<file path="src/dhcp_pkg.sv">
package dhcp_pkg;

  ////////////////////////////////////////////////////////////
  // plain vector types
  ////////////////////////////////////////////////////////////

  typedef logic [7:0]  byte_t;
  typedef logic [31:0] ipv4_t;
  typedef logic [47:0] mac_t;
  typedef logic [15:0] port_t;
  typedef logic [15:0] len_t;   // byte length
  typedef logic [31:0] xid_t;   // transaction id

  ////////////////////////////////////////////////////////////
  // sizes
  ////////////////////////////////////////////////////////////

  localparam int DHCP_HDR_LEN   = 240;                         // incl. magic cookie
  localparam int OPT_LEN        = 16;                          // bytes per option slot
  localparam int OPT_NUM_TX     = 7;                           // slots, end slot included
  localparam int OPT_TOT_LEN_TX = OPT_LEN * OPT_NUM_TX;        // 112
  localparam int HDR_TOT_LEN_TX = DHCP_HDR_LEN + OPT_TOT_LEN_TX; // 352
  localparam int UDP_HDR_LEN    = 8;

  // option codes
  localparam byte_t DHCP_OPT_MESSAGE_TYPE                = 8'd53;
  localparam byte_t DHCP_OPT_REQUESTED_IP_ADDRESS        = 8'd50;
  localparam byte_t DHCP_OPT_DHCP_CLIENT_ID              = 8'd61;
  localparam byte_t DHCP_OPT_HOSTNAME                    = 8'd12;
  localparam byte_t DHCP_OPT_DOMAIN_NAME                 = 8'd15;
  localparam byte_t DHCP_OPT_FULLY_QUALIFIED_DOMAIN_NAME = 8'd81;
  localparam byte_t DHCP_OPT_PAD                         = 8'd0;
  localparam byte_t DHCP_OPT_END                         = 8'd255;

  // value lengths of the fixed-size options
  localparam int DHCP_OPT_MESSAGE_TYPE_LEN         = 1;
  localparam int DHCP_OPT_REQUESTED_IP_ADDRESS_LEN = 4;
  localparam int DHCP_OPT_DHCP_CLIENT_ID_LEN       = 7;  // htype + mac

  // fixed header field values
  localparam byte_t       DHCP_OP_BOOTREQUEST = 8'd1;
  localparam byte_t       DHCP_HTYPE_ETH      = 8'd1;
  localparam byte_t       DHCP_HLEN_ETH       = 8'd6;
  localparam logic [15:0] DHCP_FLAGS_BCAST    = 16'h8000;  // ask for broadcast reply
  localparam logic [31:0] DHCP_MAGIC_COOKIE   = 32'h6382_5363;

  // message types carried in option 53
  localparam byte_t DHCP_MSG_DISCOVER = 8'd1;
  localparam byte_t DHCP_MSG_REQUEST  = 8'd3;

  localparam port_t DHCP_CLI_PORT = 16'd68;
  localparam port_t DHCP_SRV_PORT = 16'd67;
  localparam mac_t  MAC_BROADCAST = 48'hffff_ffff_ffff;

  // ipv4 id generator
  localparam logic [31:0] LFSR_TAPS = 32'h8020_0003;
  localparam logic [31:0] LFSR_SEED = 32'h0000_0001;

  ////////////////////////////////////////////////////////////
  // composite types
  ////////////////////////////////////////////////////////////

  typedef logic [OPT_NUM_TX-2:0]        opt_pres_t;  // bit 0 = message type
  typedef logic [0:OPT_LEN-1][7:0]      opt_slot_t;  // code, len, value, pad
  typedef opt_slot_t [0:OPT_NUM_TX-1]   opt_area_t;  // first slot first

  typedef struct packed {
    byte_t     msg_type;
    xid_t      xid;
    mac_t      chaddr;
    ipv4_t     ciaddr;
    ipv4_t     req_ip;   // option 50 value
    ipv4_t     src_ip;
    ipv4_t     dst_ip;
    opt_pres_t opt_pres;
  } dhcp_req_t;

  // fixed bootp header, msb = first byte on the wire
  typedef struct packed {
    byte_t          op;
    byte_t          htype;
    byte_t          hlen;
    byte_t          hops;
    xid_t           xid;
    logic [15:0]    secs;
    logic [15:0]    flags;
    ipv4_t          ciaddr;
    ipv4_t          yiaddr;
    ipv4_t          siaddr;
    ipv4_t          giaddr;
    logic [127:0]   chaddr;     // mac + 10 zero bytes
    logic [511:0]   sname;
    logic [1023:0]  boot_file;
    logic [31:0]    cookie;
  } dhcp_hdr_t;

  typedef struct packed {
    port_t       src_port;
    port_t       dst_port;
    len_t        length;   // udp length, header included
    logic [15:0] cks;
    ipv4_t       src_ip;
    ipv4_t       dst_ip;
    logic [15:0] ipv4_id;
    mac_t        dst_mac;
  } udp_meta_t;

  typedef struct packed {
    byte_t dat;
    logic  val;
    logic  sof;
    logic  eof;
  } udp_strm_t;

endpackage
</file>
<file path="src/dhcp_tx_top.sv">
`timescale 1ns/1ps

module dhcp_tx_top #(
  parameter int unsigned                     DOMAIN_NAME_LEN = 7,
  parameter int unsigned                     HOSTNAME_LEN    = 8,
  parameter int unsigned                     FQDN_LEN        = 11,
  parameter logic [0:DOMAIN_NAME_LEN-1][7:0] DOMAIN_NAME     = "nya.com",
  parameter logic [0:HOSTNAME_LEN-1][7:0]    HOSTNAME        = "localnya",
  parameter logic [0:FQDN_LEN-1][7:0]        FQDN            = "www.nya.com"
) (
  input  logic                clk,
  input  logic                fsm_rst,
  input  logic                req_val,
  input  dhcp_pkg::dhcp_req_t req,
  output logic                busy,
  input  logic                udp_req,
  output logic                udp_rdy,
  output dhcp_pkg::udp_meta_t udp_meta,
  output dhcp_pkg::udp_strm_t udp_strm
);
  import dhcp_pkg::*;

  opt_area_t   opt_area;  // compacted option slots
  len_t        opt_len;
  logic        opt_rdy;
  logic        pkt_done;  // eof beat, clears the datapath
  logic [15:0] ipv4_id;

  dhcp_opt_assembler #(
    .DOMAIN_NAME_LEN (DOMAIN_NAME_LEN),
    .HOSTNAME_LEN    (HOSTNAME_LEN),
    .FQDN_LEN        (FQDN_LEN),
    .DOMAIN_NAME     (DOMAIN_NAME),
    .HOSTNAME        (HOSTNAME),
    .FQDN            (FQDN)
  ) dhcp_opt_assembler_i (
    .clk      (clk),
    .fsm_rst  (fsm_rst),
    .req_val  (req_val),
    .req      (req),
    .pkt_done (pkt_done),
    .opt_area (opt_area),
    .opt_len  (opt_len),
    .opt_rdy  (opt_rdy)
  );

  dhcp_frame_serializer dhcp_frame_serializer_i (
    .clk      (clk),
    .fsm_rst  (fsm_rst),
    .req_val  (req_val),
    .req      (req),
    .opt_area (opt_area),
    .opt_len  (opt_len),
    .opt_rdy  (opt_rdy),
    .ipv4_id  (ipv4_id),
    .udp_req  (udp_req),
    .udp_rdy  (udp_rdy),
    .udp_meta (udp_meta),
    .udp_strm (udp_strm),
    .busy     (busy),
    .pkt_done (pkt_done)
  );

  dhcp_ipv4_id_lfsr dhcp_ipv4_id_lfsr_i (
    .clk     (clk),
    .fsm_rst (fsm_rst),   // id sequence only restarts on hard reset
    .step    (pkt_done),
    .ipv4_id (ipv4_id)
  );

endmodule

</file>
<file path="src/dhcp_frame_serializer.sv">
`timescale 1ns/1ps

module dhcp_frame_serializer (
  input  logic                clk,
  input  logic                fsm_rst,
  input  logic                req_val,
  input  dhcp_pkg::dhcp_req_t req,
  input  dhcp_pkg::opt_area_t opt_area,
  input  dhcp_pkg::len_t      opt_len,
  input  logic                opt_rdy,
  input  logic [15:0]         ipv4_id,
  input  logic                udp_req,
  output logic                udp_rdy,
  output dhcp_pkg::udp_meta_t udp_meta,
  output dhcp_pkg::udp_strm_t udp_strm,
  output logic                busy,
  output logic                pkt_done
);
  import dhcp_pkg::*;

  typedef enum logic [1:0] {
    SER_IDLE,      // waiting for a request
    SER_WAIT_OPT,  // header latched, options being built
    SER_SEND       // packet ready, shifting on udp_req
  } ser_state_t;

  ser_state_t                     state;
  logic                           clr;
  logic                           ld_opt;     // options arrive this cycle
  logic                           emit;       // one beat next cycle
  logic                           last_beat;
  dhcp_hdr_t                      hdr_fix;    // header built from req
  logic [0:HDR_TOT_LEN_TX-1][7:0] frame_sr;   // byte 0 goes out first
  len_t                           byte_cnt;   // beats sent so far
  len_t                           last_idx;   // index of the eof byte
  byte_t                          strm_dat;
  logic                           strm_val;
  logic                           strm_sof;
  logic                           strm_eof;

  ////////////////////////////////////////////////////////////
  // fixed header
  ////////////////////////////////////////////////////////////

  always_comb begin
    hdr_fix        = '0;  // hops, secs, y/s/giaddr, sname, file
    hdr_fix.op     = DHCP_OP_BOOTREQUEST;
    hdr_fix.htype  = DHCP_HTYPE_ETH;
    hdr_fix.hlen   = DHCP_HLEN_ETH;
    hdr_fix.xid    = req.xid;
    hdr_fix.flags  = DHCP_FLAGS_BCAST;
    hdr_fix.ciaddr = req.ciaddr;
    hdr_fix.chaddr = {req.chaddr, 80'd0};  // mac left aligned in 16 bytes
    hdr_fix.cookie = DHCP_MAGIC_COOKIE;
  end

  ////////////////////////////////////////////////////////////
  // control
  ////////////////////////////////////////////////////////////

  assign clr       = fsm_rst | pkt_done;  // self clear after eof
  assign ld_opt    = (state == SER_WAIT_OPT) && opt_rdy;
  assign emit      = (state == SER_SEND) && udp_req && !pkt_done;
  assign last_beat = (byte_cnt == last_idx);

  always_ff @(posedge clk) begin
    if (clr) begin
      state    <= SER_IDLE;
      byte_cnt <= '0;
      strm_val <= 1'b0;
      strm_sof <= 1'b0;
      strm_eof <= 1'b0;
      pkt_done <= 1'b0;
    end else begin
      strm_val <= emit;
      strm_sof <= emit && (byte_cnt == '0);
      strm_eof <= emit && last_beat;
      pkt_done <= emit && last_beat;  // same cycle as eof beat
      if (req_val) begin
        state    <= SER_WAIT_OPT;
        byte_cnt <= '0;
      end else if (ld_opt) begin
        state <= SER_SEND;
      end else if (emit) begin
        byte_cnt <= byte_cnt + 1'b1;
      end
    end
  end

  assign busy    = (state != SER_IDLE);
  assign udp_rdy = (state == SER_SEND);

  ////////////////////////////////////////////////////////////
  // frame and metadata
  ////////////////////////////////////////////////////////////

  always_ff @(posedge clk) begin
    if (req_val) begin
      frame_sr[0:DHCP_HDR_LEN-1] <= hdr_fix;
      udp_meta.src_ip            <= req.src_ip;  // req only valid with the strobe
      udp_meta.dst_ip            <= req.dst_ip;
    end else if (ld_opt) begin
      frame_sr[DHCP_HDR_LEN:HDR_TOT_LEN_TX-1] <= opt_area;  // options behind header
      last_idx          <= len_t'(DHCP_HDR_LEN) + opt_len - 1'b1;
      udp_meta.src_port <= DHCP_CLI_PORT;
      udp_meta.dst_port <= DHCP_SRV_PORT;
      udp_meta.length   <= len_t'(DHCP_HDR_LEN + UDP_HDR_LEN) + opt_len;
      udp_meta.cks      <= '0;  // checksum not computed
      udp_meta.ipv4_id  <= ipv4_id;
      udp_meta.dst_mac  <= MAC_BROADCAST;
    end else if (emit) begin
      strm_dat                   <= frame_sr[0];
      frame_sr[0:HDR_TOT_LEN_TX-2] <= frame_sr[1:HDR_TOT_LEN_TX-1];  // holds without udp_req
    end
  end

  always_comb begin
    udp_strm.dat = strm_dat;
    udp_strm.val = strm_val;
    udp_strm.sof = strm_sof;
    udp_strm.eof = strm_eof;
  end

  // controller must wait for the previous packet
  no_req_busy_a : assert property (@(posedge clk) disable iff (fsm_rst)
    req_val |-> !busy);

  // a beat only answers a request seen while ready
  val_after_rdy_a : assert property (@(posedge clk) disable iff (fsm_rst)
    udp_strm.val |-> $past(udp_rdy));

  eof_val_a : assert property (@(posedge clk) disable iff (fsm_rst)
    udp_strm.eof |-> udp_strm.val);

endmodule

</file>
<file path="src/dhcp_ipv4_id_lfsr.sv">
`timescale 1ns/1ps

module dhcp_ipv4_id_lfsr (
  input  logic        clk,
  input  logic        fsm_rst,
  input  logic        step,     // one pulse per sent packet
  output logic [15:0] ipv4_id
);
  import dhcp_pkg::*;

  logic [31:0] lfsr;
  logic [31:0] lfsr_nxt;

  ////////////////////////////////////////////////////////////
  // galois form, shifting right
  ////////////////////////////////////////////////////////////

  always_comb begin
    lfsr_nxt = lfsr >> 1;
    if (lfsr[0]) begin
      lfsr_nxt = lfsr_nxt ^ LFSR_TAPS;  // dropped bit feeds the taps
    end
  end

  always_ff @(posedge clk) begin
    if (fsm_rst) begin
      lfsr <= LFSR_SEED;
    end else if (step) begin
      lfsr <= lfsr_nxt;
    end
  end

  assign ipv4_id = lfsr[15:0];  // low half is the id

  // all-zero state would lock the generator
  lfsr_nonzero_a : assert property (@(posedge clk) disable iff (fsm_rst)
    lfsr != '0);

endmodule

</file>
<file path="src/dhcp_opt_assembler.sv">
`timescale 1ns/1ps

module dhcp_opt_assembler #(
  parameter int unsigned                     DOMAIN_NAME_LEN = 7,
  parameter int unsigned                     HOSTNAME_LEN    = 8,
  parameter int unsigned                     FQDN_LEN        = 11,
  parameter logic [0:DOMAIN_NAME_LEN-1][7:0] DOMAIN_NAME     = "nya.com",
  parameter logic [0:HOSTNAME_LEN-1][7:0]    HOSTNAME        = "localnya",
  parameter logic [0:FQDN_LEN-1][7:0]        FQDN            = "www.nya.com"
) (
  input  logic                clk,
  input  logic                fsm_rst,
  input  logic                req_val,
  input  dhcp_pkg::dhcp_req_t req,
  input  logic                pkt_done,
  output dhcp_pkg::opt_area_t opt_area,
  output dhcp_pkg::len_t      opt_len,
  output logic                opt_rdy
);
  import dhcp_pkg::*;

  localparam int CNT_W = $clog2(OPT_NUM_TX + 1);

  typedef enum logic [1:0] {
    ASM_IDLE,   // nothing loaded
    ASM_SHIFT,  // walking the slots
    ASM_HOLD    // option area valid until pkt_done
  } asm_state_t;

  asm_state_t            state;
  logic                  clr;
  logic [CNT_W-1:0]      step_cnt;  // slots inspected so far
  logic [CNT_W-1:0]      wr_ptr;    // next free slot in opt_area
  logic [OPT_NUM_TX-1:0] pres_sr;   // presence, end slot on top
  opt_area_t             proto_ld;  // prototypes built from req
  opt_area_t             proto_sr;  // prototypes being shifted

  ////////////////////////////////////////////////////////////
  // slot prototypes
  ////////////////////////////////////////////////////////////

  always_comb begin
    proto_ld[0] = {DHCP_OPT_MESSAGE_TYPE, byte_t'(DHCP_OPT_MESSAGE_TYPE_LEN),
                   req.msg_type,
                   {(OPT_LEN - DHCP_OPT_MESSAGE_TYPE_LEN - 2){DHCP_OPT_PAD}}};
    proto_ld[1] = {DHCP_OPT_REQUESTED_IP_ADDRESS, byte_t'(DHCP_OPT_REQUESTED_IP_ADDRESS_LEN),
                   req.req_ip,
                   {(OPT_LEN - DHCP_OPT_REQUESTED_IP_ADDRESS_LEN - 2){DHCP_OPT_PAD}}};
    proto_ld[2] = {DHCP_OPT_DHCP_CLIENT_ID, byte_t'(DHCP_OPT_DHCP_CLIENT_ID_LEN),
                   DHCP_HTYPE_ETH, req.chaddr,  // client id = htype + mac
                   {(OPT_LEN - DHCP_OPT_DHCP_CLIENT_ID_LEN - 2){DHCP_OPT_PAD}}};
    proto_ld[3] = {DHCP_OPT_HOSTNAME, byte_t'(HOSTNAME_LEN), HOSTNAME,
                   {(OPT_LEN - HOSTNAME_LEN - 2){DHCP_OPT_PAD}}};
    proto_ld[4] = {DHCP_OPT_DOMAIN_NAME, byte_t'(DOMAIN_NAME_LEN), DOMAIN_NAME,
                   {(OPT_LEN - DOMAIN_NAME_LEN - 2){DHCP_OPT_PAD}}};
    proto_ld[5] = {DHCP_OPT_FULLY_QUALIFIED_DOMAIN_NAME, byte_t'(FQDN_LEN), FQDN,
                   {(OPT_LEN - FQDN_LEN - 2){DHCP_OPT_PAD}}};
    proto_ld[6] = {DHCP_OPT_END, {(OPT_LEN - 1){DHCP_OPT_PAD}}};  // always sent
  end

  ////////////////////////////////////////////////////////////
  // control
  ////////////////////////////////////////////////////////////

  assign clr = fsm_rst | pkt_done;  // packet sent or hard reset

  always_ff @(posedge clk) begin
    if (clr) begin
      state    <= ASM_IDLE;
      step_cnt <= '0;
      wr_ptr   <= '0;
      pres_sr  <= '0;
      opt_len  <= '0;
      opt_rdy  <= 1'b0;
    end else begin
      opt_rdy <= 1'b0;  // single pulse
      if (req_val) begin
        state    <= ASM_SHIFT;
        step_cnt <= '0;
        wr_ptr   <= '0;
        opt_len  <= '0;
        pres_sr  <= {1'b1, req.opt_pres};  // end slot forced present
      end else if (state == ASM_SHIFT) begin
        step_cnt <= step_cnt + 1'b1;
        pres_sr  <= pres_sr >> 1;
        if (pres_sr[0]) begin
          wr_ptr  <= wr_ptr + 1'b1;
          opt_len <= opt_len + len_t'(OPT_LEN);
        end
        if (step_cnt == CNT_W'(OPT_NUM_TX - 1)) begin  // last slot handled now
          state   <= ASM_HOLD;
          opt_rdy <= 1'b1;
        end
      end
    end
  end

  ////////////////////////////////////////////////////////////
  // slot compaction
  ////////////////////////////////////////////////////////////

  always_ff @(posedge clk) begin
    if (req_val) begin
      proto_sr <= proto_ld;
      opt_area <= '0;  // unused slots read as pad
    end else if (state == ASM_SHIFT) begin
      proto_sr[0:OPT_NUM_TX-2] <= proto_sr[1:OPT_NUM_TX-1];  // next slot to front
      if (pres_sr[0]) begin
        opt_area[wr_ptr] <= proto_sr[0];  // present slots packed to the front
      end
    end
  end

  // names plus code and length byte must fit a slot
  name_fit_a : assert property (@(posedge clk)
    (DOMAIN_NAME_LEN + 2 <= OPT_LEN) &&
    (HOSTNAME_LEN + 2 <= OPT_LEN) &&
    (FQDN_LEN + 2 <= OPT_LEN));

endmodule

</file>
<file path="config.mk">
export PLATFORM = sky130hd
export DESIGN_NAME = dhcp_tx_top
export DESIGN_NICKNAME = d
export VERILOG_FILES = /design/src/dhcp_pkg.sv /design/src/dhcp_tx_top.sv /design/src/dhcp_frame_serializer.sv /design/src/dhcp_ipv4_id_lfsr.sv /design/src/dhcp_opt_assembler.sv
export SDC_FILE = /design/constraint.sdc
export NUM_CORES = 2
export LEC_CHECK = 0
export BUFFER_PORTS_ARGS = -buffer_cell sky130_fd_sc_hd__buf_2
export CAP_MARGIN = 20
export CORE_MARGIN = 3
export CORE_UTILIZATION = 30
export CTS_BUF_LIST = sky130_fd_sc_hd__clkbuf_16
export DETAILED_ROUTE_END_ITERATION = 10
export HOLD_SLACK_MARGIN = 0.03
export REMOVE_ABC_BUFFERS = 1
export SYNTH_ARGS = -nofsm -noshare
export SYNTH_HDL_FRONTEND = slang
export SYNTH_HIERARCHICAL = 1
export SYNTH_SLANG_ARGS = --single-unit
</file>
<file path="constraint.sdc">
create_clock -name clk -period 46.3 [get_ports clk]
set_input_delay 4.63 -clock clk [delete_from_list [all_inputs] [get_ports clk]]
set_output_delay 4.63 -clock clk [all_outputs]
set_load 0.01 [all_outputs]
</file>
-- Word-level counts from Yosys, hierarchy flattened
Index checks and enable logic that the tools add are counted.
- flip-flop bits (word level): 4348
- input bits: 226
- output and inout port bits: 205
- logic and storage cells: 616
- add/sub/neg operators: 7
- $lt $le $gt $ge: 2
- eq/ne operators: 6
- multiplexer cells: 18
- bitwise operators: 6
- reduce and logical (&&, ||, !) cells: 24
- operators with widths (kind ; number):
    two-way mux 1888 bit ; 2
    two-way mux 2776 bit ; 1
    two-way mux 752 bit ; 2
    bitwise mux 896 bit ; 1
    two-way mux 888 bit ; 1
    demux 128 bit (select 3 bit) ; 1
    two-way mux 128 bit ; 1
    adder 8 x 16 -> 16 bit, first input constant ; 2
    two-way mux 32 bit ; 1
    adder 16 x 1 -> 16 bit, second input constant ; 1
    adder 16 x 5 -> 16 bit, second input constant ; 1
    equality test 16 bit ; 1
    zero test 16 bit ; 1
    subtractor 16 x 1 -> 16 bit, second input constant ; 1
    two-way mux 7 bit ; 2
    AND reduction 2 bit ; 7
    nonzero test 2 bit ; 6
    inverter 3 -> 4 bit ; 2
    adder 3 x 1 -> 3 bit, second input constant ; 2
    logical AND 1 bit ; 6
    two-way mux 1 bit ; 6
    equality test 2 x 1 -> 1 bit, second input constant ; 2
    >= comparator 4 bit, second input constant ; 1
    less-than comparator 4 x 1 -> 1 bit, second input constant ; 1
    9 further kinds ; 11

-- Depth between registers and ports, before layout
- word-level depth: 6
- depth in mapped cells: 7
- mapped depth without buffers: 6

-- Hierarchy
The synthesis kept the hierarchy.
- by module, submodules not included (module ; times used ; cells an instance ; area each (µm²) ; seq. area each (µm²)):
    dhcp_frame_serializer ; 1 ; 10740 ; 107484.3 ; 70487.6
    dhcp_opt_assembler ; 1 ; 3083 ; 30712.0 ; 15354.7
    dhcp_ipv4_id_lfsr ; 1 ; 122 ; 1313.8 ; 640.6

-- Worst setup path before layout
OpenSTA, ideal clock, no wires.
- kind: input to register
- start: in req_val
- end: reg dhcp_frame_serializer_i/frame_sr[100] (netlist name), enable pin
- library setup time: 2440 ps
- arrival: 47926 ps
- slack: -4067 ps
- stages on the path: 5
- buffers on the path: 4
- cells stage by stage: clkbuf_1 clkbuf_1 clkbuf_1 clkbuf_1 a21oi_1
- word-level cells in the longest chain between the ends: 2
- RTL lines (item ; line ; text):
    start, declared ; dhcp_tx_top.sv:13 ; input logic req_val,
    inverter 1 bit (no source line) ; -- ;
    AND reduction 2 bit (no source line) ; -- ;
    end signal, assigned by index ; dhcp_frame_serializer.sv:99 ; frame_sr[0:DHCP_HDR_LEN-1] <= hdr_fix;
    end signal, assigned by index ; dhcp_frame_serializer.sv:103 ; frame_sr[DHCP_HDR_LEN:HDR_TOT_LEN_TX-1] <= opt_area;
    end signal, assigned by index ; dhcp_frame_serializer.sv:113 ; frame_sr[0:HDR_TOT_LEN_TX-2] <= frame_sr[1:HDR_TOT_LEN_TX-1];
    end, declared ; dhcp_frame_serializer.sv:33 ; logic [0:HDR_TOT_LEN_TX-1][7:0] frame_sr;
No other way between the ends.
A chain may end at the register's enable or synchronous reset.

==> flow_metrics.py <==
metrics = {
    "global_routing": {
        "overflow": 0,
        "gr-usage-all-layers_pct": 12.0,
        "grt_max_degree": 243,
        "grt_pass1_wl_mm": 470,
        "first_global_vias": 84100,
        "antenna_found_initial": 19,
    },
    "worst_setup_path": {
        "end_kind": "register",
        "startpoint_type": "input pin",
        "crit_family": "buffers and inverters",
        "arrival_ns": 10.13,
        "r2r-start": "dhcp_frame_serializer_i/state[1]",
        "r2r_slack_ns": 40.21,
        "cpPeakStageDelay_ns": 0.86,
        "r2r-end": "dhcp_frame_serializer_i/frame_sr[2754]",
        "critPathBufInv": 7,
        "slowest_stage": "buf_4",
        "crit_chain": "buf_2 > nor4bb_4 > buf_4 > buf_12 > buf_12 > buf_4 > buf_4 > buf_12 > nand2_1 > o21ai_0",
        "ff2ff_path_depth": 9,
        "crit_type": "input pin to register",
        "worst_ep_required_time_ns": 47.04,
        "critPathMaxFanout": 242,
    },
    "synth": {
        "postSynthCellCount": 13900,
        "yosysTopAreaCellShare_pct": 35.8,
        "yosys_warnings": 6,
        "yosysTopAreaCell": "dfxtp_1",
        "syn_area_per_cell_um2": 10.0,
        "synth_cell_types": 49,
        "syn_area_um2": 140000,
        "synth_async_sr_flop_share_pct": 0,
        "yosysSeqAreaShare_pct": 62.0,
        "ys_seq_elements": 3712,
        "synth_common_cells": "nand2_1, dfxtp_1, a21oi_1",
        "synth_edf_count": 1216,
        "synth.area.top_cells": "dfxtp_1, edfxtp_1, nand2_1",
        "synth_ff_type": "dfxtp_1",
        "yosysMostFrequentCell": "nand2_1",
    },
    "detailed_routing": {
        "num_vias": 91800,
        "drtAntennaViolNets": 0,
        "drc_errors": 0,
        "wl_per_cell_um": 14.8,
        "drt-total-wl_mm": 298,
        "viasPerCell": 4.57,
        "drt_iter0_drc": 7521,
        "dr.pass1.iters": 5,
    },
    "worst_hold_path": {
        "whs_path_depth": 2,
        "min_to": "dhcp_frame_serializer_i/frame_sr[2157]",
        "hp-class": "register to register",
        "min_from": "dhcp_frame_serializer_i/frame_sr[2149]",
    },
    "sta": {
        "slew_headroom_pct": 24.2,
        "worst_pin_slew_ns": 1.13,
        "finalSetupViolCount": 0,
        "min_period_ns": 9.40,
        "period_share_pct": 20.3,
        "hold_violations": 0,
        "setup_ws_ns": 36.90,
        "fin_worst_skew_ns": 0.0959,
        "clock.fmax_mhz": 106,
        "rsz0062_at_grt": "false",
        "tns_ns": 0,
        "maxSlewViolCount": 0,
        "whs_ns": 0.357,
    },
    "place": {
        "routabilityCongestion": 0.729,
        "dp_slack_ns": 36.09,
        "dpl-instance-area_um2": 144000,
        "hpwlAfterDp_mm": 162,
        "io_buffer_count": 334,
        "dpl.cell_count": 19300,
    },
    "floorplanning": {
        "dieHeight_um": 688,
        "rows": 249,
        "io-pin-count": 431,
        "die_w_um": 688,
        "die_area_um2": 473000,
        "core-area_um2": 461000,
        "start_util_pct": 30.2,
    },
    "run_status": {
        "status": "finished clean",
    },
    "cells_and_area": {
        "drive_gt1_share_pct": 7.42,
        "final_util_pct": 33.7,
        "multi_input_area_um2": 46400,
        "fillers": 46400,
        "fin_area_um2": 156000,
        "fin_nets": 13800,
        "seq_area_um2": 86500,
        "instances_no_fill": 20100,
        "syn_to_final_growth_pct": 11.6,
    },
    "run": {
        "drv_cap": 0,
    },
    "clock_network": {
        "cts_tree": "done",
        "h-tree-depth": 5,
        "insertion_delay_ns": 0.98,
        "cts_sinks": 3712,
        "hold_buffers": 0,
        "cts.clk_slew.worst_paths_ns": 0.06,
        "cts_root_buf": "clkbuf_16",
        "cts_inserted_buffers": 393,
        "post_cts_buffers": 0,
        "cts_resized": 0,
        "clk_path_buf_depth": 4,
    },
    "pwr": {
        "peakVddDrop_uv": 30.6,
        "p_total_mw": 6.45,
        "p_leak_nw": 53.9,
        "p_per_area_nw_per_um2": 41.4,
    },
}
[logic make-up after synthesis]
family / synth area share, %
and+or+nand+nor: 14.5
DFF: 62.0
AOI/OAI and AO/OA: 13.9
buffers and inverters: 5.87
muxes: 3.28
xor gates and xnor gates: 0.339
adders and majority gates: 0.0897
other: 0.00807
[worst max-delay path by stage]
stage	from	to	slack, ns	cells past startpoint
after CTS	udp_req	dhcp_frame_serializer_i/frame_sr[2754]	37.10	10
after global placement	udp_req	dhcp_frame_serializer_i/frame_sr[2767]	36.16	10
after detailed placement	udp_req	dhcp_frame_serializer_i/frame_sr[2714]	36.09	10
after global routing	udp_req	dhcp_frame_serializer_i/frame_sr[2771]	36.46	10
final	udp_req	dhcp_frame_serializer_i/frame_sr[2754]	36.90	10
after floorplan	udp_req	dhcp_frame_serializer_i/frame_sr[100]	-416.40	2
[per-layer routing]
metal  up-vias  share of wire [%]  global-route usage [%]
li1      45800                  -                       -
met1     44100                 47                    16.7
met2      1462                 46                    19.3
met3       461                4.3                    1.73
met4         2                2.5                    3.24
met5         -             0.0024                       0
[sequential cells by signal, indices dropped and copies added, names as in the netlist, 7 cells and up]
| name | cells |
|---|---|
| dhcp_opt_assembler_i/opt_area | 490 |
| dhcp_opt_assembler_i/pres_sr | 7 |
| dhcp_opt_assembler_i/proto_sr | 205 |
| dhcp_frame_serializer_i/strm_dat | 8 |
| dhcp_frame_serializer_i/udp_meta | 96 |
| dhcp_frame_serializer_i/frame_sr | 2816 |
| dhcp_ipv4_id_lfsr_i/lfsr | 32 |
| dhcp_opt_assembler_i/opt_len | 12 |
| dhcp_frame_serializer_i/byte_cnt | 16 |
| dhcp_frame_serializer_i/last_idx | 16 |
[placed cells by master, fill, tap and decap left out, types with 14 or more instances in the layout]
master	count
buf_12	17
mux2i_1	451
nand3b_1	34
clkinv_2	66
inv_1	124
conb_1	373
clkinv_1	88
a21oi_1	1994
nor2_1	61
nand3_1	82
or3_1	14
buf_4	120
clkbuf_16	400
edfxtp_1	1216
o21ai_0	235
a21o_1	35
xnor2_1	31
nand2b_1	500
buf_2	333
xor2_1	23
nand2_1	4164
a22o_1	888
dfxtp_1	2495
[final cells by class]
class / instances / share of cell area [%]
Sequential cell: 3712 / 55.6
Multi-Input combinational cell: 9003 / 29.8
Clock buffer: 400 / 6.43
Tap cell: 6149 / 4.94
Timing Repair Buffer: 474 / 1.93
Clock inverter: 324 / 1.31
Inverter: 11 / 0.0265
Antenna cell: 8 / 0.0129
[power by group]
group          internal [mW]  switching (mW)
clock                   1.64            1.30
combinational         0.0334          0.0891
sequential              3.37          0.0123
[worst min-delay path, cell delays in order, from the launching register on]
cell and delay (ns):
dfxtp_1 0.31, nand2_1 0.05, a21oi_1 0.05
Note: power is estimated with default switching activity, not from simulation.
